<file path="src/mera_pkg.sv">
package mera_pkg;

	// ----------------------------------------
	// machine word and sizes
	// ----------------------------------------
	typedef logic [15:0] word_t;

	// clock cycles per serial bit
	localparam int UART_DIV = 8;
	localparam int UART_CW = $clog2(UART_DIV);

	// power-up off phase, clear pulse length
	localparam int OFF_CYCLES = 16;
	localparam int CLR_CYCLES = 4;

	localparam int MEM_WORDS = 256;
	localparam int MEM_AW = $clog2(MEM_WORDS);
	// sequencer counter must hold the memory sweep
	localparam int SEQ_CW = MEM_AW;

	// ----------------------------------------
	// register select codes
	// ----------------------------------------
	localparam logic [3:0] REG_R0 = 4'd0;
	localparam logic [3:0] REG_R1 = 4'd1;
	localparam logic [3:0] REG_R2 = 4'd2;
	localparam logic [3:0] REG_R3 = 4'd3;
	localparam logic [3:0] REG_R4 = 4'd4;
	localparam logic [3:0] REG_R5 = 4'd5;
	localparam logic [3:0] REG_R6 = 4'd6;
	localparam logic [3:0] REG_R7 = 4'd7;
	localparam logic [3:0] REG_IC = 4'd8;
	localparam logic [3:0] REG_AR = 4'd9;

	// panel opcodes, ascii letters on the serial line
	typedef enum logic [7:0] {
		OP_KEYS   = 8'h4B,
		OP_SELECT = 8'h53,
		OP_LOAD   = 8'h4C,
		OP_STORE  = 8'h57,
		OP_FETCH  = 8'h46,
		OP_STEP   = 8'h4E,
		OP_CLEAR  = 8'h43,
		OP_READ   = 8'h52
	} panel_op_t;

	// power and clear sequencer
	typedef enum logic [1:0] {
		S_OFF,
		S_CLEAR_ALL,
		S_ON,
		S_CLEAR
	} seq_state_t;

endpackage

</file>
<file path="src/panel_if.sv">
`timescale 1ns/1ps

interface panel_if import mera_pkg::*; ();

	// panel side: command and its operands
	panel_op_t op;
	// one cycle, marks op as valid
	logic strobe;
	word_t keys;
	// displayed register
	logic [3:0] sel;

	// core side
	word_t w;
	// not powered or being cleared
	logic busy;

	modport panel (
		output op,
		output strobe,
		output keys,
		output sel,
		input  w,
		input  busy
	);

	modport core (
		input  op,
		input  strobe,
		input  keys,
		input  sel,
		output w,
		output busy
	);

endinterface

</file>
<file path="src/cpu_core.sv">
`timescale 1ns/1ps

module cpu_core import mera_pkg::*; (
	input  logic  CLK_EXT,
	input  logic  reset,
	input  logic  off,
	input  logic  clo,
	input  logic  clm,
	panel_if.core pif
);

	word_t r [8];
	word_t ic;
	word_t ar;
	word_t mem [MEM_WORDS];
	word_t mem_q;
	word_t sel_word;
	logic [MEM_AW-1:0] clr_addr;
	// fetched word on display
	logic show_mem;
	logic do_load;
	logic do_store;
	logic do_fetch;
	logic do_step;

	assign pif.busy = off | clo | clm;

	assign do_load = pif.strobe && (pif.op == OP_LOAD);
	assign do_store = pif.strobe && (pif.op == OP_STORE);
	assign do_fetch = pif.strobe && (pif.op == OP_FETCH);
	assign do_step = pif.strobe && (pif.op == OP_STEP);

	// ----------------------------------------
	// registers, clo clears all
	// ----------------------------------------
	always_ff @(posedge CLK_EXT) begin
		if (reset || clo) begin
			for (int i = 0; i < 8; i++)
				r[i] <= '0;
			ic <= '0;
			ar <= '0;
			show_mem <= 1'b0;
		end else begin
			if (do_load) begin
				// codes above 9 ignored
				if (pif.sel <= REG_R7)
					r[pif.sel[2:0]] <= pif.keys;
				else if (pif.sel == REG_IC)
					ic <= pif.keys;
				else if (pif.sel == REG_AR)
					ar <= pif.keys;
			end
			// address register post-increments
			if (do_store || do_fetch)
				ar <= ar + 16'd1;
			if (do_step)
				ic <= ic + 16'd1;
			// read leaves the display alone
			if (do_fetch)
				show_mem <= 1'b1;
			else if (do_load || do_store || do_step)
				show_mem <= 1'b0;
		end
	end

	// ----------------------------------------
	// memory and power-up sweep
	// ----------------------------------------
	always_ff @(posedge CLK_EXT) begin
		if (reset || off)
			clr_addr <= '0;
		else if (clm)
			clr_addr <= clr_addr + 1'b1;
	end

	always_ff @(posedge CLK_EXT) begin
		if (clm)
			mem[clr_addr] <= '0;
		else if (do_store)
			mem[ar[MEM_AW-1:0]] <= pif.keys;
		if (do_fetch)
			mem_q <= mem[ar[MEM_AW-1:0]];
	end

	// display mux
	always_comb begin
		case (pif.sel)
			REG_R0: sel_word = r[0];
			REG_R1: sel_word = r[1];
			REG_R2: sel_word = r[2];
			REG_R3: sel_word = r[3];
			REG_R4: sel_word = r[4];
			REG_R5: sel_word = r[5];
			REG_R6: sel_word = r[6];
			REG_R7: sel_word = r[7];
			REG_IC: sel_word = ic;
			REG_AR: sel_word = ar;
			default: sel_word = '0;
		endcase
	end

	assign pif.w = show_mem ? mem_q : sel_word;

endmodule

</file>
<file path="src/flat_wrapper.sv">
// flat-port wrapper written by rule: the top's interface ports become plain ports
module cpu_core_flat import mera_pkg::*;
  (CLK_EXT, reset, off, clo, clm, pif_op, pif_strobe, pif_keys, pif_sel, pif_w, pif_busy);
  panel_if pif_i ();
  input  logic CLK_EXT;
  input  logic reset;
  input  logic off;
  input  logic clo;
  input  logic clm;
  input wire logic [$bits(pif_i.op)-1:0] pif_op;
  input wire logic [$bits(pif_i.strobe)-1:0] pif_strobe;
  input wire logic [$bits(pif_i.keys)-1:0] pif_keys;
  input wire logic [$bits(pif_i.sel)-1:0] pif_sel;
  output wire logic [$bits(pif_i.w)-1:0] pif_w;
  output wire logic [$bits(pif_i.busy)-1:0] pif_busy;
  assign pif_i.op = pif_op;
  assign pif_i.strobe = pif_strobe;
  assign pif_i.keys = pif_keys;
  assign pif_i.sel = pif_sel;
  assign pif_w = pif_i.w;
  assign pif_busy = pif_i.busy;
  cpu_core u_core (.CLK_EXT(CLK_EXT), .reset(reset), .off(off), .clo(clo), .clm(clm), .pif(pif_i));
endmodule
</file>
<file path="config.mk">
export PLATFORM = sky130hd
export DESIGN_NAME = cpu_core_flat
export DESIGN_NICKNAME = d
export VERILOG_FILES = /design/src/mera_pkg.sv /design/src/panel_if.sv /design/src/cpu_core.sv /design/src/flat_wrapper.sv
export SDC_FILE = /design/constraint.sdc
export NUM_CORES = 2
export LEC_CHECK = 0
export BUFFER_PORTS_ARGS = -buffer_cell sky130_fd_sc_hd__buf_2
export CORE_MARGIN = 3
export CORE_UTILIZATION = 50
export CTS_CLUSTER_DIAMETER = 80
export DETAILED_ROUTE_END_ITERATION = 6
export HOLD_SLACK_MARGIN = 0.12
export PLACE_DENSITY = 0.65
export SYNTH_ARGS = -nofsm -noshare
export SYNTH_HDL_FRONTEND = slang
export SYNTH_MEMORY_MAX_BITS = 65536
export SYNTH_SLANG_ARGS = --single-unit
</file>
<file path="constraint.sdc">
create_clock -name CLK_EXT -period 17.6 [get_ports CLK_EXT]
set_input_delay 2.64 -clock CLK_EXT [delete_from_list [all_inputs] [get_ports CLK_EXT]]
set_output_delay 2.64 -clock CLK_EXT [all_outputs]
set_load 0.03 [all_outputs]
</file>
==> flow_summary.toml <==
[worst_setup_path]
slowest_stage_cell_crit_path = "nor2_2"
setup.worst_path.start_class = "input port"
timing.critical_path.slowest_cell_delay_ns = 1.09
required_ns = 14.96
startpoint = "pif_sel[3]"
worstPathArrival_ns = 4.96
critical_path.max_fanout = 33
worstSetupEndpointType = "output pin"
path_cells = "buf_2 -> nand2b_1 -> nor2_2 -> a22o_1 -> a221oi_1 -> nand4_1 -> a22o_1 -> buf_2"
critical_path.reg2reg.startpoint = "u_core.ar[0]$_SDFFE_PP0P_"
crit_type = "in2out"

[grt]
grt.total_usage_pct = 27.1
first_pass_grt_wire_length_mm = 652
pin_count_of_the_biggest_net_entering_global_routing = 211
number_of_antenna_violations_at_the_first_check_in_global_routing = 25
grt_overflow_total = 0
via_count_of_the_first_global_routing_pass = 83400

[die]
fp.coreArea_mm2 = 0.331
die_height_um = 584
chipWidth_um = 584
design.die.area_mm2 = 0.341
ios = 51
initial_util_pct = 50.4
placementRows = 211

[run_status]
outcome = "finished with violations"
failed_checks = "max-capacitance violations, max-slew violations"

[drt]
via_per_inst = 6.64
drt_pre_antenna_iters = 7
num_vias = 85600
detail_route.wirelength_mm = 463
antenna_violating_nets_post_route = 0
drt_first_iter_violations = 13000
average_wire_per_standard_cell_um = 35.9
drc = 0

[finish]
final_common_cell = "edfxtp_1"
post_route_cells_drive_above_1_share_pct = 26.0
final_cell_count_no_fill = 12900
final_area_mm2 = 0.187
commonest_non_fill_non_tap_cells_in_the_layout = "edfxtp_1 (4240), mux4_2 (1005), clkbuf_16 (430), buf_4 (349), mux2i_1 (325)"
layout-area-overhead-vs-synth_pct = 12.0
multi_input_area_mm2 = 0.0362
fillcell_total = 24100
seq_area_mm2 = 0.128
finalCoreUtilization_pct = 56.4
layout.nets = 8197

[sta]
timing.setup.tns_ns = 0
timing.final.setup_violations = 0
final_hold_viol_count = 0
timing.final.crit_share_pct = 43.2
slew_violations = 2
timing.max_slew.rel_slack_pct = -7.19
fin_skew_ns = 0.0674
slew_of_the_pin_with_the_lowest_slew_margin_ns = 1.59
setup_repair_after_global_routing_missed_its_margin = "false"
timing.fmax_mhz = 131
final_period_minus_worst_setup_slack_ns = 7.60

[logic_synthesis]
syn_area_per_cell_um2 = 21.4
syn_nets = 7848
synth_seq_cells = 4281
ys_types = 80
synthesis_warning_total = 0
netlist_instances = 7811
synth-edff-count = 4240
synth_seq_area_share_pct = 76.8
synth-main-ff-cell = "edfxtp_1"
ys_async_sr_fraction_pct = 0
syn_area_mm2 = 0.167

[clock_network]
cts_setup_buffers = 0
clk_path_buf_depth = 4
clock_tree.htree_level_count = 5
sink_count = 4281
tritoncts = "yes"
clk-insertion-delay-late_ns = 0.97
cts_inserted_buffers = 424
clk_pin_slew_worst_paths_ns = 0.06
cts_resized = 0
cts_hold_repair.buffers = 0
ctsRootBufferMaster = "clkbuf_16"

[worst_hold_path]
hold_path.class = "reg2reg"
hold_path.startpoint = "u_core.ar[15]$_SDFFE_PP0P_"

[placement]
post-dp-hpwl_mm = 272
postPlaceCellArea_mm2 = 0.173
number_of_i_o_port_buffers = 50
post-place-cells = 12100
place_congestion = 0.910

[flow_run]
max_cap_violations = 1

[power_and_ir_drop]
power.ir.vdd_worst_uv = 97.3
report.power.total_mw = 20.1
leakage_nw = 56.4
power.density_cell_area_mw_per_mm2 = 108
-- layer usage --
| metal | vias to the layer above | share of wire [%] | track usage, % |
|---|---|---|---|
| met5 | - | 0.012 | 0 |
| met4 | 8 | 4.1 | 9.64 |
| met3 | 884 | 12 | 7.05 |
| met2 | 5439 | 46 | 40.4 |
| met1 | 45700 | 38 | 38.9 |
| li1 | 33700 | - | - |
-- worst paths after layout --
path	slack, ns	end	cells past startpoint
worst max-delay path	10.0	pif_w[5]	8
worst min-delay path	0.58	u_core.ar[15]$_SDFFE_PP0P_	2
worst max register to register	11.14	u_core.mem_q[7]$_DFFE_PP_	10
worst min register to register	0.58	u_core.ar[15]$_SDFFE_PP0P_	2
-- worst max-delay path, delay by kind of cell --
kind	cells	cell delay, ns
AND/OR/NAND/NOR	3	1.47
AO/OA/AOI/OAI	3	0.48
buffers and inverters	2	0.36
-- report_power, final --
part / switching, mW / internal [mW] / total (mW) / leakage (nW)
combinational: 0.0642 / 0.0230 / 0.0872 / 11.9
clock: 3.84 / 5.15 / 8.99 / 6.72
sequential: 0.00900 / 11.1 / 11.1 / 37.8
-- synthesized netlist by cell type, types with 49 or more instances --
master	number	share of area, %
edfxtp_1	4240	76
mux4_2	1005	14
nor2_1	350	0.79
mux2i_1	325	1.9
clkbuf_1	217	0.49
nand2_1	197	0.44
a21oi_1	177	0.53
and3_1	142	0.53
buf_2	124	0.37
a221oi_1	111	0.58
a22oi_1	106	0.48
o21ai_0	102	0.31
buf_6	66	0.45
nand3_1	49	0.15
-- layout make-up --
| cell class | count | area share (%) |
|---|---|---|
| sequential | 4281 | 68.6 |
| clock buffer | 511 | 5.93 |
| timing repair buffer | 418 | 1.74 |
| multi-input combinational | 3023 | 19.4 |
| tap | 4366 | 2.92 |
| clock inverter | 270 | 1.43 |
| inverter | 12 | 0.0308 |
| antenna | 19 | 0.0254 |
-- state kept, by name (all words and copies together) (netlist names) --
name / cells
u_core.clr_addr: 8
u_core.show_mem: 1
u_core.ar: 16
u_core.mem_q: 16
u_core.ic: 16
u_core.r: 128
u_core.mem: 4096
-- cell families after synthesis --
family                     share of synthesized area (%)
DFF                                                 76.8
muxes                                               15.6
and+or+nand+nor                                     2.55
AOI/OAI and AO/OA                                   3.27
buffers and inverters                               1.80
xor gates and xnor gates                          0.0262
adders and majority gates                         0.0225
-- per-stage QoR --
| step | hold slack (ns) | worst slack (ns) |
|---|---|---|
| CTS | 0.561 | 10.04 |
| global route | 0.587 | 9.86 |
| floorplan | 0.474 | 9.55 |
| global placement | 0.535 | 10.09 |
| detailed placement | 0.552 | 10.05 |
| finish | 0.578 | 10.0 |
Note: power is estimated with default switching activity, not from simulation.
