[config.mk]
export PLATFORM = sky130hd
export DESIGN_NAME = panel_ctrl_flat
export DESIGN_NICKNAME = d
export VERILOG_FILES = /design/src/mera_pkg.sv /design/src/panel_if.sv /design/src/uart_rx.sv /design/src/uart_tx.sv /design/src/panel_ctrl.sv /design/src/flat_wrapper.sv
export SDC_FILE = /design/constraint.sdc
export NUM_CORES = 1
export LEC_CHECK = 0
export BUFFER_PORTS_ARGS = -buffer_cell sky130_fd_sc_hd__buf_2
export CAP_MARGIN = 20
export CORE_MARGIN = 2
export CORE_UTILIZATION = 41
export DETAILED_ROUTE_END_ITERATION = 10
export SLEW_MARGIN = 20
export SYNTH_ARGS = -nofsm -noshare
export SYNTH_HDL_FRONTEND = slang
export SYNTH_SLANG_ARGS = --single-unit
export TNS_END_PERCENT = 10
[constraint.sdc]
create_clock -name CLK_EXT -period 2.5 [get_ports CLK_EXT]
set_clock_uncertainty 0.2 [all_clocks]
set_input_delay 0.5 -clock CLK_EXT [delete_from_list [all_inputs] [get_ports CLK_EXT]]
set_output_delay 0.5 -clock CLK_EXT [all_outputs]
set_load 0.005 [all_outputs]
[src/mera_pkg.sv]
package mera_pkg;

	// ----------------------------------------
	// machine word and sizes
	// ----------------------------------------
	typedef logic [15:0] word_t;

	// clock cycles per serial bit
	localparam int UART_DIV = 8;
	localparam int UART_CW = $clog2(UART_DIV);

	// power-up off phase, clear pulse length
	localparam int OFF_CYCLES = 16;
	localparam int CLR_CYCLES = 4;

	localparam int MEM_WORDS = 256;
	localparam int MEM_AW = $clog2(MEM_WORDS);
	// sequencer counter must hold the memory sweep
	localparam int SEQ_CW = MEM_AW;

	// ----------------------------------------
	// register select codes
	// ----------------------------------------
	localparam logic [3:0] REG_R0 = 4'd0;
	localparam logic [3:0] REG_R1 = 4'd1;
	localparam logic [3:0] REG_R2 = 4'd2;
	localparam logic [3:0] REG_R3 = 4'd3;
	localparam logic [3:0] REG_R4 = 4'd4;
	localparam logic [3:0] REG_R5 = 4'd5;
	localparam logic [3:0] REG_R6 = 4'd6;
	localparam logic [3:0] REG_R7 = 4'd7;
	localparam logic [3:0] REG_IC = 4'd8;
	localparam logic [3:0] REG_AR = 4'd9;

	// panel opcodes, ascii letters on the serial line
	typedef enum logic [7:0] {
		OP_KEYS   = 8'h4B,
		OP_SELECT = 8'h53,
		OP_LOAD   = 8'h4C,
		OP_STORE  = 8'h57,
		OP_FETCH  = 8'h46,
		OP_STEP   = 8'h4E,
		OP_CLEAR  = 8'h43,
		OP_READ   = 8'h52
	} panel_op_t;

	// power and clear sequencer
	typedef enum logic [1:0] {
		S_OFF,
		S_CLEAR_ALL,
		S_ON,
		S_CLEAR
	} seq_state_t;

endpackage

[src/panel_if.sv]
`timescale 1ns/1ps

interface panel_if import mera_pkg::*; ();

	// panel side: command and its operands
	panel_op_t op;
	// one cycle, marks op as valid
	logic strobe;
	word_t keys;
	// displayed register
	logic [3:0] sel;

	// core side
	word_t w;
	// not powered or being cleared
	logic busy;

	modport panel (
		output op,
		output strobe,
		output keys,
		output sel,
		input  w,
		input  busy
	);

	modport core (
		input  op,
		input  strobe,
		input  keys,
		input  sel,
		output w,
		output busy
	);

endinterface

[src/uart_rx.sv]
`timescale 1ns/1ps

module uart_rx import mera_pkg::*; (
	input  logic       CLK_EXT,
	input  logic       reset,
	input  logic       rxd,
	output logic [7:0] data,
	output logic       valid
);

	logic [1:0] sync;
	logic rx_s;
	logic active;
	logic mid;
	logic [UART_CW-1:0] cnt;
	// 0 start, 1..8 data, 9 stop
	logic [3:0] nbit;

	assign rx_s = sync[1];
	// sample point, middle of the bit
	assign mid = active && (cnt == UART_CW'(UART_DIV / 2 - 1));

	always_ff @(posedge CLK_EXT) begin
		if (reset) begin
			// line idles high
			sync <= '1;
			active <= 1'b0;
			cnt <= '0;
			nbit <= '0;
			valid <= 1'b0;
		end else begin
			sync <= {sync[0], rxd};
			valid <= 1'b0;
			if (!active) begin
				// falling edge, start bit begins
				if (!rx_s) begin
					active <= 1'b1;
					cnt <= '0;
					nbit <= '0;
				end
			end else begin
				if (cnt == UART_CW'(UART_DIV - 1)) begin
					cnt <= '0;
					nbit <= nbit + 4'd1;
				end else begin
					cnt <= cnt + 1'b1;
				end
				// start bit gone high again, glitch
				if (mid && nbit == 4'd0 && rx_s)
					active <= 1'b0;
				// stop bit, byte done if framed
				if (mid && nbit == 4'd9) begin
					active <= 1'b0;
					valid <= rx_s;
				end
			end
		end
	end

	// lsb first
	always_ff @(posedge CLK_EXT) begin
		if (mid && nbit != 4'd0 && nbit != 4'd9)
			data <= {rx_s, data[7:1]};
	end

endmodule

[src/uart_tx.sv]
`timescale 1ns/1ps

module uart_tx import mera_pkg::*; (
	input  logic       CLK_EXT,
	input  logic       reset,
	input  logic [7:0] data,
	input  logic       start,
	output logic       txd,
	output logic       busy
);

	// stop, data, start; shifted out from bit 0
	logic [9:0] sh;
	logic [UART_CW-1:0] cnt;
	logic [3:0] nbit;

	// ones shift in behind the frame, so idle is high
	assign txd = sh[0];

	always_ff @(posedge CLK_EXT) begin
		if (reset) begin
			sh <= '1;
			busy <= 1'b0;
			cnt <= '0;
			nbit <= '0;
		end else if (!busy) begin
			if (start) begin
				sh <= {1'b1, data, 1'b0};
				busy <= 1'b1;
				cnt <= '0;
				nbit <= '0;
			end
		end else if (cnt == UART_CW'(UART_DIV - 1)) begin
			cnt <= '0;
			sh <= {1'b1, sh[9:1]};
			// end of stop bit
			if (nbit == 4'd9)
				busy <= 1'b0;
			else
				nbit <= nbit + 4'd1;
		end else begin
			cnt <= cnt + 1'b1;
		end
	end

endmodule

[src/panel_ctrl.sv]
`timescale 1ns/1ps

module panel_ctrl import mera_pkg::*; (
	input  logic   CLK_EXT,
	input  logic   reset,
	input  logic   rxd,
	output logic   txd,
	output logic   clear_req,
	panel_if.panel pif
);

	typedef enum logic [2:0] {
		P_IDLE,
		P_KEY_HI,
		P_KEY_LO,
		P_SEL,
		P_ISSUE,
		P_RD_HI,
		P_RD_LO
	} pstate_t;

	pstate_t state;
	logic [7:0] rx_data;
	logic [7:0] rx_hold;
	logic [7:0] byte_in;
	logic [7:0] lo_byte;
	logic [7:0] tx_data;
	logic rx_valid;
	logic rx_full;
	logic take;
	logic byte_ok;
	logic go;
	logic tx_start;
	logic tx_busy;

	uart_rx rx_inst (
		.CLK_EXT(CLK_EXT),
		.reset(reset),
		.rxd(rxd),
		.data(rx_data),
		.valid(rx_valid)
	);

	uart_tx tx_inst (
		.CLK_EXT(CLK_EXT),
		.reset(reset),
		.data(tx_data),
		.start(tx_start),
		.txd(txd),
		.busy(tx_busy)
	);

	// ----------------------------------------
	// byte input, one byte of slack
	// ----------------------------------------
	// states that consume bytes
	assign take = (state inside {P_IDLE, P_KEY_HI, P_KEY_LO, P_SEL});
	assign byte_ok = rx_valid || rx_full;
	// held byte is older, goes first
	assign byte_in = rx_full ? rx_hold : rx_data;

	always_ff @(posedge CLK_EXT) begin
		if (reset)
			rx_full <= 1'b0;
		else if (rx_valid && (rx_full || !take))
			rx_full <= 1'b1;
		else if (take)
			rx_full <= 1'b0;
	end

	always_ff @(posedge CLK_EXT) begin
		if (rx_valid && (rx_full || !take))
			rx_hold <= rx_data;
	end

	// ----------------------------------------
	// command issue and reply
	// ----------------------------------------
	// read also needs a free transmitter
	assign go = (state == P_ISSUE) && !pif.busy && !(pif.op == OP_READ && tx_busy);
	assign pif.strobe = go;
	// high byte straight from w, low byte captured
	assign tx_start = (state == P_RD_HI) || (state == P_RD_LO && !tx_busy);
	assign tx_data = (state == P_RD_HI) ? pif.w[15:8] : lo_byte;

	always_ff @(posedge CLK_EXT) begin
		if (state == P_RD_HI)
			lo_byte <= pif.w[7:0];
	end

	always_ff @(posedge CLK_EXT) begin
		if (reset) begin
			state <= P_IDLE;
			pif.op <= OP_KEYS;
			pif.keys <= '0;
			pif.sel <= REG_R0;
			clear_req <= 1'b0;
		end else begin
			clear_req <= 1'b0;
			case (state)
				P_IDLE: begin
					if (byte_ok) begin
						case (byte_in)
							OP_KEYS: state <= P_KEY_HI;
							OP_SELECT: state <= P_SEL;
							OP_LOAD, OP_STORE, OP_FETCH, OP_STEP, OP_READ: begin
								pif.op <= panel_op_t'(byte_in);
								state <= P_ISSUE;
							end
							OP_CLEAR: clear_req <= 1'b1;
							// unknown bytes dropped
							default: state <= P_IDLE;
						endcase
					end
				end
				P_KEY_HI: begin
					if (byte_ok) begin
						pif.keys[15:8] <= byte_in;
						state <= P_KEY_LO;
					end
				end
				P_KEY_LO: begin
					if (byte_ok) begin
						pif.keys[7:0] <= byte_in;
						state <= P_IDLE;
					end
				end
				P_SEL: begin
					if (byte_ok) begin
						pif.sel <= byte_in[3:0];
						state <= P_IDLE;
					end
				end
				// waits here while the core is busy
				P_ISSUE: begin
					if (go)
						state <= (pif.op == OP_READ) ? P_RD_HI : P_IDLE;
				end
				P_RD_HI: state <= P_RD_LO;
				P_RD_LO: begin
					if (!tx_busy)
						state <= P_IDLE;
				end
				default: state <= P_IDLE;
			endcase
		end
	end

endmodule

[src/flat_wrapper.sv]
// flat-port wrapper written by rule: the top's interface ports become plain ports
module panel_ctrl_flat import mera_pkg::*;
  (CLK_EXT, reset, rxd, txd, clear_req, pif_op, pif_strobe, pif_keys, pif_sel, pif_w, pif_busy);
  panel_if pif_i ();
  input  logic CLK_EXT;
  input  logic reset;
  input  logic rxd;
  output logic txd;
  output logic clear_req;
  output wire logic [$bits(pif_i.op)-1:0] pif_op;
  output wire logic [$bits(pif_i.strobe)-1:0] pif_strobe;
  output wire logic [$bits(pif_i.keys)-1:0] pif_keys;
  output wire logic [$bits(pif_i.sel)-1:0] pif_sel;
  input wire logic [$bits(pif_i.w)-1:0] pif_w;
  input wire logic [$bits(pif_i.busy)-1:0] pif_busy;
  assign pif_op = pif_i.op;
  assign pif_strobe = pif_i.strobe;
  assign pif_keys = pif_i.keys;
  assign pif_sel = pif_i.sel;
  assign pif_i.w = pif_w;
  assign pif_i.busy = pif_busy;
  panel_ctrl u_core (.CLK_EXT(CLK_EXT), .reset(reset), .rxd(rxd), .txd(txd), .clear_req(clear_req), .pif(pif_i));
endmodule
==> impl_metrics.py <==
metrics = {
    "route": {
        "wl_per_cell_um": 14.6,
        "drc_errors": 0,
        "totalWireLength_um": 7530,
        "viasPerCell": 5.41,
        "dr_total_vias": 2781,
        "ant_nets": 0,
        "drt_iter0_drc": 86,
        "first_pass_iters": 4,
    },
    "synth": {
        "syn_area_per_cell_um2": 10.4,
        "synthMuxAreaShare": 0.0776,
        "synth_xor_area_frac": 0.0118,
        "synth-seq-cells": 85,
        "yosys_warnings": 0,
        "syn-num-nets": 386,
        "synth_top_family_by_area": "simple AND/OR/NAND/NOR gates",
        "syn-cell-area_um2": 3710,
        "netlist-cell-type-count": 55,
        "synth-simple-area-share": 0.171,
        "yosysTopAreaCell": "dfxtp_1",
        "synthTopCellsByArea": "dfxtp_1, edfxtp_1, a211oi_1, mux2i_1, nor2_1",
        "syn_inst": 356,
        "synth_edf_count": 24,
        "netlist.area_leader.share": 0.329,
        "yosysSeqAreaShare": 0.524,
        "synth_compound_area_frac": 0.142,
        "synth_fa_ha_area_frac": 0.0337,
        "async_reset_ff_frac": 0,
        "synth_flop_cell": "dfxtp_1",
    },
    "floorplanning": {
        "die_h_um": 99.1,
        "rows": 34,
        "io_pins": 51,
        "start_util": 0.423,
        "die_x_um": 99.1,
        "dieArea_um2": 9820,
        "core_um2": 8760,
    },
    "critical_path": {
        "worst-r2r-cell-count": 6,
        "crit_required_ns": 1.80,
        "reg2reg_setup_slack_ns": 0.26,
        "crit_arrival_ns": 1.64,
        "worstSetupStartpointType": "flip-flop",
        "path_class": "flip-flop to output port",
        "crit_slowest_cell": "nor4b_1",
        "endpoint_kind": "output port",
        "slowest_delay_ns": 0.51,
        "path_cells": "nor4b_1, nand3_1, nor4bb_1, buf_2",
        "worstPathMaxFanout": 3,
    },
    "sta": {
        "fin_crit_sh": 0.938,
        "period_minus_slack_ns": 2.34,
        "slew_headroom": 0.577,
        "fin_tns_setup_ns": 0,
        "rsz0062_at_grt": "false",
        "hold_viol_final": 0,
        "drv_slew": 0,
        "fmax_mhz": 427,
        "setup_violations": 0,
        "tightest_slew_ns": 0.632,
    },
    "placed_design": {
        "gp_congestion": 0.841,
        "place.port_buffers": 50,
        "hpwl_um": 5340,
        "placed_cells": 498,
    },
    "clock_network": {
        "cts_buffers": 9,
        "cts_sinks": 85,
        "hold_buffers": 0,
        "htreeDepth": 3,
        "clk_pin_slew_worst_paths_ns": 0.09,
        "cts_tree": "yes",
        "cts_setup_buffers": 0,
        "cts_max_path_buffers": 2,
        "clkLatencyLatePin_ns": 0.35,
        "root_buffer": "clkbuf_8",
        "post_cts_resized": 0,
    },
    "global_routing": {
        "track_usage": 0.157,
        "grt_max_degree": 27,
        "grt_pass1_vias": 2507,
        "grt_antenna_before_repair": 0,
        "grt_pass1_wl_um": 12300,
        "overflow": 0,
    },
    "final_layout": {
        "syn_to_final_growth_pct": 14.7,
        "diodes": 0,
        "fin_nets": 431,
        "fin_cells": 514,
        "drive_gt1_frac": 0.222,
    },
    "power": {
        "ir_worst_vdd_mv": 0.293,
        "power_density_nw_per_um2": 590,
        "p_leak_nw": 1.57,
        "total_power_mw": 2.51,
    },
    "worst_hold_path": {
        "hold_depth": 1,
        "hp-class": "primary input to flip-flop",
    },
    "run_status": {
        "status": "completed",
    },
    "run": {
        "maxCapViolCount": 0,
    },
}
[stage by stage]
| stage | hold slack [ns] | utilization | cell area (um2) | worst slack (ns) |
|---|---|---|---|---|
| finish | 0.115 | 0.485 | 4250 | 0.156 |
| detailed placement | 0.198 | 0.461 | 4040 | 0.285 |
| global placement | 0.193 | 0.461 | 4040 | 0.314 |
| CTS | 0.102 | 0.485 | 4250 | 0.163 |
| floorplan | 0.189 | - | 3710 | 0.478 |
| global route | 0.0979 | 0.485 | 4250 | 0.0361 |
[cell usage after synthesis, drive strengths merged, types with 2 or more instances]
| cell type | n |
|---|---|
| nor3b | 6 |
| nor4bb | 2 |
| o211ai | 2 |
| xnor2 | 4 |
| and4b | 2 |
| and3 | 5 |
| ha | 10 |
| a22oi | 2 |
| nor3 | 8 |
| clkbuf | 13 |
| o21ai | 12 |
| dfxtp | 61 |
| o22ai | 2 |
| nor4 | 3 |
| or2 | 6 |
| nor2b | 3 |
| and3b | 3 |
| mux2i | 22 |
| a31oi | 8 |
| edfxtp | 24 |
| inv | 9 |
| a21oi | 10 |
| a211oi | 30 |
| mux2 | 6 |
| nor2 | 56 |
| or4 | 2 |
| buf | 9 |
| nand3 | 6 |
| a311oi | 3 |
| nand2 | 13 |
[path summary, 6_finish.rpt]
kind                          start                endpoint
min                        pif_w[4]       u_core.lo_byte[4]
min reg2reg  u_core.rx_inst.sync[0]  u_core.rx_inst.sync[1]
max reg2reg          u_core.rx_full        u_core.pif.op[6]
max                u_core.pif.op[0]              pif_strobe
[layout make-up]
| cell class | instances | area (um2) |
|---|---|---|
| clock buffer | 10 | 128 |
| clock inverter | 6 | 87.6 |
| fill | 852 | 4510 |
| inverter | 9 | 33.8 |
| multi-input combinational | 240 | 1620 |
| sequential | 85 | 1940 |
| tap | 108 | 135 |
| timing repair buffer | 56 | 308 |
[per-layer routing]
| layer | up-vias | global-route usage | share of wire |
|---|---|---|---|
| met5 | - | 0 | 0 |
| met4 | 0 | 0.0759 | 0.020 |
| met3 | 11 | 0.0309 | 0.050 |
| met2 | 64 | 0.229 | 0.43 |
| met1 | 1312 | 0.223 | 0.50 |
| li1 | 1394 | - | - |
[registers in the layout, summed over array words and instances (netlist names), 2 cells and up]
name and count:
u_core.pif.sel 4, u_core.pif.keys 16, u_core.lo_byte 8, u_core.state 3
u_core.tx_inst.sh 9, u_core.tx_inst.cnt 3, u_core.rx_inst.sync 2, u_core.tx_inst.nbit 4
u_core.rx_inst.cnt 3, u_core.rx_inst.data 8, u_core.pif.op 8, u_core.rx_hold 8
u_core.rx_inst.nbit 4
[where the power goes]
group,internal [mW],total (mW),switching (mW)
Sequential,1.41,1.42,0.00423
Clock,0.564,1.05,0.487
Combinational,0.0174,0.0440,0.0266
Total,1.99,2.51,0.517
[cell families (layout without fill, tap and decap cells)]
logic type	after synthesis	after routing
XOR/XNOR	5	5
multiplexers	28	28
buffers and inverters	31	81
adder cells (fa/ha/maj)	10	10
AND/OR/NAND/NOR	120	120
AO/OA/AOI/OAI	77	77
flip-flops	85	85
[cell usage in the layout, fill, tap and decap left out, drive strengths merged, types with 3 or more instances in the layout]
cell type	instances
dfxtp	61
and3	5
nor3	8
buf	56
a21oi	10
a31oi	8
mux2	6
mux2i	22
or2	6
inv	10
and3b	3
clkbuf	10
a211oi	30
nand2	13
nand3	6
nor2b	3
edfxtp	24
o21ai	12
nor4	3
nor2	56
ha	10
xnor2	4
a311oi	3
nor3b	6
[critical path, delay by kind of cell (launching register included)]
kind / cells / cell delay (ns)
simple gates: 3 / 0.80
buf+inv: 1 / 0.15
flops: 1 / 0.36
Power figures use the tool's default switching activity.
