$ cat src/mera_pkg.sv
package mera_pkg;

	// ----------------------------------------
	// machine word and sizes
	// ----------------------------------------
	typedef logic [15:0] word_t;

	// clock cycles per serial bit
	localparam int UART_DIV = 8;
	localparam int UART_CW = $clog2(UART_DIV);

	// power-up off phase, clear pulse length
	localparam int OFF_CYCLES = 16;
	localparam int CLR_CYCLES = 4;

	localparam int MEM_WORDS = 256;
	localparam int MEM_AW = $clog2(MEM_WORDS);
	// sequencer counter must hold the memory sweep
	localparam int SEQ_CW = MEM_AW;

	// ----------------------------------------
	// register select codes
	// ----------------------------------------
	localparam logic [3:0] REG_R0 = 4'd0;
	localparam logic [3:0] REG_R1 = 4'd1;
	localparam logic [3:0] REG_R2 = 4'd2;
	localparam logic [3:0] REG_R3 = 4'd3;
	localparam logic [3:0] REG_R4 = 4'd4;
	localparam logic [3:0] REG_R5 = 4'd5;
	localparam logic [3:0] REG_R6 = 4'd6;
	localparam logic [3:0] REG_R7 = 4'd7;
	localparam logic [3:0] REG_IC = 4'd8;
	localparam logic [3:0] REG_AR = 4'd9;

	// panel opcodes, ascii letters on the serial line
	typedef enum logic [7:0] {
		OP_KEYS   = 8'h4B,
		OP_SELECT = 8'h53,
		OP_LOAD   = 8'h4C,
		OP_STORE  = 8'h57,
		OP_FETCH  = 8'h46,
		OP_STEP   = 8'h4E,
		OP_CLEAR  = 8'h43,
		OP_READ   = 8'h52
	} panel_op_t;

	// power and clear sequencer
	typedef enum logic [1:0] {
		S_OFF,
		S_CLEAR_ALL,
		S_ON,
		S_CLEAR
	} seq_state_t;

endpackage

$ cat src/power_seq.sv
`timescale 1ns/1ps

module power_seq import mera_pkg::*; (
	input  logic CLK_EXT,
	input  logic reset,
	input  logic clear_req,
	output logic off,
	output logic pon,
	output logic clo,
	output logic clm
);

	seq_state_t state;
	// shared by off phase and both clears
	logic [SEQ_CW-1:0] cnt;
	logic clr_ok;

	// clear source gating, only a powered machine clears
	assign clr_ok = clear_req && (state == S_ON);

	always_ff @(posedge CLK_EXT) begin
		if (reset) begin
			state <= S_OFF;
			cnt <= SEQ_CW'(OFF_CYCLES - 1);
		end else begin
			case (state)
				S_OFF: begin
					if (cnt == '0) begin
						state <= S_CLEAR_ALL;
						// one cycle per memory word
						cnt <= SEQ_CW'(MEM_WORDS - 1);
					end else begin
						cnt <= cnt - 1'b1;
					end
				end
				S_CLEAR_ALL, S_CLEAR: begin
					if (cnt == '0)
						state <= S_ON;
					else
						cnt <= cnt - 1'b1;
				end
				S_ON: begin
					if (clr_ok) begin
						state <= S_CLEAR;
						cnt <= SEQ_CW'(CLR_CYCLES - 1);
					end
				end
				default: state <= S_OFF;
			endcase
		end
	end

	// outputs decoded from state
	assign off = (state == S_OFF);
	assign clm = (state == S_CLEAR_ALL);
	assign clo = (state == S_CLEAR_ALL) || (state == S_CLEAR);
	// operator clear keeps power on
	assign pon = (state == S_ON) || (state == S_CLEAR);

endmodule

$ cat config.mk
export PLATFORM = sky130hd
export DESIGN_NAME = power_seq
export DESIGN_NICKNAME = d
export VERILOG_FILES = /design/src/mera_pkg.sv /design/src/power_seq.sv
export SDC_FILE = /design/constraint.sdc
export NUM_CORES = 1
export LEC_CHECK = 0
export BUFFER_PORTS_ARGS = -buffer_cell sky130_fd_sc_hd__clkbuf_2
export CAP_MARGIN = 20
export CELL_PAD_IN_SITES_DETAIL_PLACEMENT = 0
export CELL_PAD_IN_SITES_GLOBAL_PLACEMENT = 1
export CORE_ASPECT_RATIO = 0.8
export CORE_UTILIZATION = 36
export CTS_CLUSTER_SIZE = 16
export DETAILED_ROUTE_END_ITERATION = 10
export PLACE_DENSITY = 0.82
export SLEW_MARGIN = 20
export SYNTH_ARGS = -nofsm -noshare
export SYNTH_HDL_FRONTEND = slang
export SYNTH_SLANG_ARGS = --single-unit
export TNS_END_PERCENT = 100
$ cat constraint.sdc
create_clock -name CLK_EXT -period 2.1 [get_ports CLK_EXT]
set_input_delay 0.105 -clock CLK_EXT [delete_from_list [all_inputs] [get_ports CLK_EXT]]
set_output_delay 0.105 -clock CLK_EXT [all_outputs]
set_load 0.005 [all_outputs]
==> flow_summary.yaml, run 1 <==
place:
  port_buffers: 6
  dp_slack_ns: 0.1563
  dp_hpwl_um: 1114
  gp_congestion: 0.8395
die:
  die_h_um: 39.51
  io-pin-count: 7
  chipWidth_um: 48.89
  row_count: 13
  core_area_mm2: 0.001643
  die-area_mm2: 0.001931
  start_util_pct: 38.54
sta:
  rsz0062_at_grt: "false"
  fmax_ghz: 0.5080
  skew_ns: 0.001600
  setup_tns_ns: 0
  setup_viol: 0
  period_minus_slack_ns: 1.968
  worstMarginPinSlew_ns: 0.5493
  hold_viol_final: 0
  whs_ns: 0.1417
  period_share_pct: 93.74
  setup_ws_ns: 0.1315
  maxSlewHeadroom_pct: 63.21
  slew_viol_final: 0
clock_network:
  post-cts-setup-buffers: 0
  cts_sinks: 10
  post_cts_resize_count: 0
  clkTransAtPathRegs_ns: 0.07
  ctsHoldBuffers: 0
  cts.path.max_buffers: 2
  htreeDepth: 1
  clockRootBuffer: "clkbuf_4"
  cts_buffers: 3
  cts_tree: "yes"
  insertion_delay_ns: 0.28
setup_path:
  startpoint: "cnt[1]"
  slowest_stage: "or4b_2"
  start_kind: "flip-flop"
  endpoint_kind: "flip-flop"
  r2r-start: "cnt[1]"
  cp.arrival_ns: 2.20
  crit_path_cell_trace: "inv_1 > ha_1 > or4b_2 > o32ai_1 > a211o_1 > a21o_1"
  r2r_setup_slack_ns: 0.13
  cp.required_ns: 2.33
  max_stage_delay_ns: 0.62
  path_class: "reg2reg"
  path_max_fanout: 5
logic_synthesis:
  synthFlopType: "dfxtp_1"
  synth_cells: 80
  synth_warnings: 0
  synthArstFlopShare_pct: 0
  synth_edf_count: 0
  synth_seq_area_share_pct: 31.62
  synth_seq_cells: 10
  synth.distinct_cells: 34
  synth_area_um2: 633.1
  syn_nets: 85
  syn_avg_cell_area_um2: 7.914
flow_run:
  max-cap-violations: 0
layout:
  fillers: 174
  area_growth_pct: 15.81
  antennaDiodeCount: 0
  layout-drive-gt1-share_pct: 22.73
  layout.nets: 94
  post-route-util_pct: 44.63
global_route:
  grt_pass1_wl_um: 2366
  grt_overflow: 0
  grt_use_total_pct: 17.59
  antenna_found_initial: 0
  grt_start_max_net_pins: 12
  grt_pass1_vias: 489
power_and_ir_drop:
  power.density_mw_per_mm2: 587.3
  pwr-share-comb_pct: 10.6
  power_frac_seq_pct: 46.1
  p_int_mw: 0.3207
  pwr-share-clk_pct: 43.3
  ir_worst_vdd_mv: 0.3318
  report.power.total_mw: 0.4306
  swShare_pct: 25.53
  switchingPower_mw: 0.1099
  cellLeakagePower_nw: 0.2716
outcome:
  status: "finished with violations"
  violations: "DRC"
drt:
  viasPerCell: 5.891
  wire_per_inst_um: 14.44
  firstDrtPassIters: 7
  vias: 648
  wl_um: 1588
  ant_nets: 0
  drc: 2
  drt_iter0_drc: 25
min_path:
  hp-class: "in2reg"
  hp-start: "reset"
logic make-up (layout without fill, tap and decap cells):
| group | Yosys count | in the layout | share of synthesized area, % |
|---|---|---|---|
| and+or+nand+nor | 29 | 29 | 25.30 |
| muxes | 1 | 1 | 1.581 |
| DFF | 10 | 10 | 31.62 |
| AOI/OAI and AO/OA | 26 | 26 | 29.45 |
| xor gates and xnor gates | 1 | 1 | 1.384 |
| buffers and inverters | 11 | 19 | 6.719 |
| adders and majority gates | 2 | 2 | 3.952 |
worst paths after layout:
check                end  depth (start not counted)
setup / recovery  cnt[3]                          6
hold / removal    cnt[4]                          2
hold reg to reg   cnt[4]                          2
setup reg to reg  cnt[3]                          6
state kept, by name (all words and copies together), names as in the netlist:
register	count
cnt	8
state	2
power by group through the flow:
| stage | registers [mW] | logic [mW] | clock network [mW] |
|---|---|---|---|
| 5_1_grt | 0.199 | 0.0491 | 0.197 |
| 2_1_floorplan | 0.204 | 0.0282 | 0 |
| 4_1_cts | 0.198 | 0.0453 | 0.188 |
| 3_3_place_gp | 0.203 | 0.0445 | 0 |
| 3_5_place_dp | 0.203 | 0.0453 | 0 |
| 6_report | 0.198 | 0.0458 | 0.186 |
routing by layer:
metal,GRT usage (%),wire [um],vias up
met5,0,0,-
met4,6.618,21,0
met3,7.364,134,2
met2,26.04,686,30
met1,22.62,746,294
li1,-,-,322
through the flow:
| step | area (um2) | instances |
|---|---|---|
| after global routing | 733.2 | 110 |
| after CTS | 733.2 | 110 |
| after floorplan | 633.1 | 80 |
| final | 733.2 | 110 |
| after detailed placement | 696.9 | 106 |
| after global placement | 696.9 | 106 |
layout by cell type, fill, tap and decap left out, types with 3 or more instances in the layout:
cell type / count
inv_1: 5
clkbuf_2: 6
clkbuf_4: 3
nor3_1: 4
o21ai_0: 3
nand2_1: 7
dfxtp_1: 10
nor2_1: 5
buf_4: 4
a21oi_1: 7
layout make-up:
| cell class | count | area (um2) | share of cell area [%] |
|---|---|---|---|
| Inverter | 5 | 18.77 | 2.560 |
| Tap cell | 22 | 27.53 | 3.754 |
| Clock buffer | 4 | 36.28 | 4.949 |
| Multi-Input combinational cell | 59 | 390.4 | 53.24 |
| Timing Repair Buffer | 10 | 60.06 | 8.191 |
| Sequential cell | 10 | 200.2 | 27.30 |
synth_stat cells, types with 3 or more instances:
library cell | instances | area (um2)
dfxtp_1 | 10 | 200.2
a21oi_1 | 7 | 35.03
nand2_1 | 7 | 26.28
clkbuf_1 | 5 | 18.77
inv_1 | 5 | 18.77
nor2_1 | 5 | 18.77
nor3_1 | 4 | 20.02
o21ai_0 | 3 | 15.01
critical path, delay by kind of cell, from the launching register on:
kind / cells / cell delay (ns)
AOI/OAI and AO/OA: 3 / 0.66
adders and majority gates: 1 / 0.23
buffers and inverters: 1 / 0.09
DFF: 1 / 0.31
and+or+nand+nor: 1 / 0.62
(Power assumes the default switching activity.)
==> inputs of run 2 (changes only) <==
- CORE_ASPECT_RATIO: 0.8 -> default
- CORE_UTILIZATION: 36 -> 43
- PLACE_DENSITY: 0.82 -> 0.91
- clock period: 2.1 -> 2.5 ns (I/O delays scaled with it)
==> run 2 against run 1 <==
The run now ends clean. Critical path depth unchanged. Largest power group unchanged. Register-to-register slack gained 0.26 ns. Critical path type unchanged. Via count decreased by 6.3%. Cell count fell by 9.1%. Non-clock buffer count is 3 lower. Sequential power is 13% lower. Wire length decreased by 11%. Clock power decreased by 18%. Cell area is 4.3% lower. Core utilization increased by 8.0 points.
==> flow_summary.yaml, run 2 (synthesis results as in run 1) <==
sta:
  setup_ws_ns: 0.3957
  fmax_ghz: 0.4752
  rsz0062_at_grt: "false"
  skew_ns: 0.002663
  whs_ns: 0.1731
  hold_viol_final: 0
  period_minus_slack_ns: 2.104
  worstMarginPinSlew_ns: 0.4615
  period_share_pct: 84.17
  slew_viol_final: 0
  maxSlewHeadroom_pct: 69.09
  setup_viol: 0
  setup_tns_ns: 0
place:
  dp_slack_ns: 0.4298
  dp_hpwl_um: 1024
  gp_congestion: 0.8353
  port_buffers: 6
clock_network:
  cts_tree: "yes"
  clkTransAtPathRegs_ns: 0.07
  cts_buffers: 3
  htreeDepth: 1
  post_cts_resize_count: 0
  post-cts-setup-buffers: 0
  clockRootBuffer: "clkbuf_4"
  ctsHoldBuffers: 0
  cts.path.max_buffers: 2
  insertion_delay_ns: 0.28
  cts_sinks: 10
layout:
  fillers: 129
  reg.largest.list: "cnt x8, state x2"
  layout-drive-gt1-share_pct: 20.00
  final_common_cell: "dfxtp_1"
  regMostFlops: "cnt"
  layout.nets: 91
  final_cell_mix: "10 x dfxtp_1, 7 x nand2_1, 7 x a21oi_1, 6 x clkbuf_2"
  antennaDiodeCount: 0
  area_growth_pct: 10.87
  largest_reg_flops: 8
setup_path:
  cp.arrival_ns: 2.33
  path_max_fanout: 10
  path_class: "reg2reg"
  cp.required_ns: 2.73
  start_kind: "flip-flop"
  endpoint_kind: "flip-flop"
die:
  start_util_pct: 47.47
  core_area_mm2: 0.001334
  die_h_um: 40.37
  die-area_mm2: 0.001630
  io-pin-count: 7
  chipWidth_um: 40.37
  row_count: 13
global_route:
  antenna_found_initial: 0
  grt_pass1_vias: 493
  grt_use_total_pct: 20.89
  grt_overflow: 0
  grt_pass1_wl_um: 2173
  grt_start_max_net_pins: 12
power_and_ir_drop:
  cellLeakagePower_nw: 0.2585
  power.density_mw_per_mm2: 501.2
  ir_worst_vdd_mv: 0.4506
outcome:
  status: "completed"
flow_run:
  max-cap-violations: 0
drt:
  vias: 607
  firstDrtPassIters: 4
  wl_um: 1409
  viasPerCell: 6.070
  drc: 0
  drt_iter0_drc: 18
  wire_per_inst_um: 14.09
  ant_nets: 0
min_path:
  hp-class: "in2reg"
-- run 2: changes by cell type in the layout (fill, tap and decap cells not counted) --
cell   change
buf_4      -3
-- run 2: path summary, 6_finish.rpt --
check / from / endpoint / slack, ns / cells past startpoint
setup / recovery: cnt[0] / cnt[3] / 0.40 / 6
hold / removal: reset / cnt[6] / 0.17 / 2
setup reg to reg: cnt[0] / cnt[3] / 0.40 / 6
hold reg to reg: cnt[4] / cnt[4] / 0.51 / 2
-- run 2: cell type report --
| cell class | instances | area (um2) | area share (%) |
|---|---|---|---|
| repair buffers | 7 | 37.54 | 5.348 |
| well taps | 15 | 18.77 | 2.674 |
| clock buffers | 4 | 36.28 | 5.169 |
| flip-flops and latches | 10 | 200.2 | 28.52 |
| multi-input cells | 59 | 390.4 | 55.61 |
| inverters | 5 | 18.77 | 2.674 |
-- run 2: report_power, final --
group	switching (mW)	total (mW)	internal (mW)
Combinational	0.0144	0.0277	0.0132
Clock	0.0637	0.152	0.0888
Sequential	0.00831	0.172	0.163
Total	0.0864	0.352	0.265
-- run 2: metrics by stage --
step	area [um2]	power [mW]	instances	util, %
6_report	701.9	0.3518	100	52.63
4_1_cts	701.9	0.3542	100	52.63
3_5_place_dp	665.6	0.2029	96	49.91
3_3_place_gp	665.6	0.2029	96	49.91
2_1_floorplan	633.1	0.1947	80	-
5_1_grt	701.9	0.3666	100	52.63
-- run 2: metal layers --
metal / vias to the layer above / GRT usage (%) / wire (um)
met2: 19 / 28.97 / 622
met5: - / 0 / 0
met3: 5 / 6.667 / 68
li1: 309 / - / -
met1: 274 / 27.67 / 675
met4: 0 / 12.50 / 43
-- run 2: critical path: stages (launching register included) --
cell and delay, ns:
dfxtp_1 0.41, inv_1 0.13, ha_1 0.23, or4b_2 0.62, o32ai_1 0.41, a211o_1 0.19
a21o_1 0.08
==> inputs of run 3 (changes only) <==
- CORE_UTILIZATION: 43 -> 40
- PLACE_DENSITY: 0.91 -> 0.86
- clock period: 2.5 -> 2.2 ns (I/O delays scaled with it)
==> run 3 against run 2 <==
Worst hold slack improved by 0.0019 ns. Combinational power increased by 36%. Via count increased by 5.4%. Non-clock buffer count increased by 1. Sequential share of layout area increased by 0.26 points. First-iteration DRC count decreased by 5.6%. Clock-buffer cell count decreased by 1. Maximum frequency increased by 2.1%. Critical path depth unchanged. Cell count unchanged. Critical endpoint unchanged.
==> flow_summary.yaml, run 3 (synthesis results as in run 1) <==
sta:
  worstMarginPinSlew_ns: 0.4564
  skew_ns: 0.005615
  slew_viol_final: 0
  maxSlewHeadroom_pct: 69.43
  hold_viol_final: 0
  fmax_ghz: 0.4853
  period_share_pct: 93.67
  setup_tns_ns: 0
  rsz0062_at_grt: "false"
  period_minus_slack_ns: 2.061
  setup_viol: 0
place:
  place_area_um2: 673.1
  gp_congestion: 0.7990
  dp_hpwl_um: 1028
  port_buffers: 6
layout:
  reg.largest.list: "cnt x8, state x2"
  fillers: 140
  register_area_um2: 200.2
  final_cell_mix: "10 x dfxtp_1, 7 x nand2_1, 7 x a21oi_1, 6 x clkbuf_2"
  regMostFlops: "cnt"
  layout.nets: 92
  layout-drive-gt1-share_pct: 20.00
  final_area_um2: 695.7
  largest_reg_flops: 8
  final_common_cell: "dfxtp_1"
  antennaDiodeCount: 0
  area_growth_pct: 9.881
  multi_input_area_um2: 390.4
die:
  die_h_um: 41.79
  core_area_mm2: 0.001383
  chipWidth_um: 41.79
  io-pin-count: 7
  die-area_mm2: 0.001746
  row_count: 13
  start_util_pct: 45.79
global_route:
  grt_use_total_pct: 17.90
  grt_pass1_vias: 532
  antenna_found_initial: 0
  grt_start_max_net_pins: 12
  grt_overflow: 0
  grt_pass1_wl_um: 2366
clock_network:
  cts_tree: "yes"
  clkTransAtPathRegs_ns: 0.07
  clockRootBuffer: "clkbuf_4"
  post_cts_resize_count: 0
  cts_buffers: 3
  htreeDepth: 1
  ctsHoldBuffers: 0
  cts.path.max_buffers: 2
  post-cts-setup-buffers: 0
  insertion_delay_ns: 0.27
  cts_sinks: 10
setup_path:
  cp.required_ns: 2.42
  path_class: "reg2reg"
  endpoint_kind: "flip-flop"
  path_max_fanout: 7
  start_kind: "flip-flop"
  cp.arrival_ns: 2.28
  r2r_setup_slack_ns: 0.14
power_and_ir_drop:
  ir_worst_vdd_mv: 0.3182
  cellLeakagePower_nw: 0.2559
  power.density_mw_per_mm2: 520.2
drt:
  wl_um: 1470
  firstDrtPassIters: 4
  drc: 0
  wire_per_inst_um: 14.70
  viasPerCell: 6.400
  drt_iter0_drc: 17
  vias: 640
  ant_nets: 0
min_path:
  hp-class: "in2reg"
flow_run:
  max-cap-violations: 0
outcome:
  status: "completed"
==> run 3: final timing paths <==
check	from	endpoint	cells past startpoint
hold reg to reg	cnt[4]	cnt[4]	2
setup / recovery	cnt[1]	cnt[3]	6
hold / removal	reset	cnt[7]	2
setup reg to reg	cnt[1]	cnt[3]	6
==> run 3: metal layers <==
layer,part of all wire [%],GRT usage (%),vias up
met2,44,24.38,19
met5,0,0,-
met3,6.0,8.696,4
li1,-,-,313
met1,49,23.61,304
met4,0.88,7.742,0
==> run 3: final cells by class <==
| type | count | share of cell area (%) |
|---|---|---|
| clock buffer | 3 | 3.237 |
| inverter | 5 | 2.698 |
| multi-input combinational | 59 | 56.12 |
| tap | 15 | 2.698 |
| sequential | 10 | 28.78 |
| timing repair buffer | 8 | 6.475 |
==> run 3: report_power, final <==
| group | switching, mW | total (mW) | internal [mW] |
|---|---|---|---|
| Combinational | 0.0207 | 0.0376 | 0.0168 |
| Sequential | 0.00713 | 0.193 | 0.186 |
| Clock | 0.0680 | 0.131 | 0.0634 |
==> run 3: critical path, cell delays in order, from the launching register on <==
cell and delay (ns):
dfxtp_1 0.37, inv_1 0.12, ha_1 0.22, or4b_2 0.62
o32ai_1 0.41, a211o_1 0.19, a21o_1 0.07
==> run 3: per-stage QoR <==
stage                     cells  setup slack (ns)  utilization [%]  hold slack [ns]  power (mW)
after floorplan              80            0.1890                -           0.2754      0.2212
after global placement       97            0.2318            48.69           0.4486      0.2330
after detailed placement     97            0.1698            48.69           0.4587      0.2336
after CTS                   100            0.1475            50.32           0.1638      0.3633
after global routing        100          0.002333            50.32           0.1626      0.3822
final                       100            0.1393            50.32           0.1749      0.3619
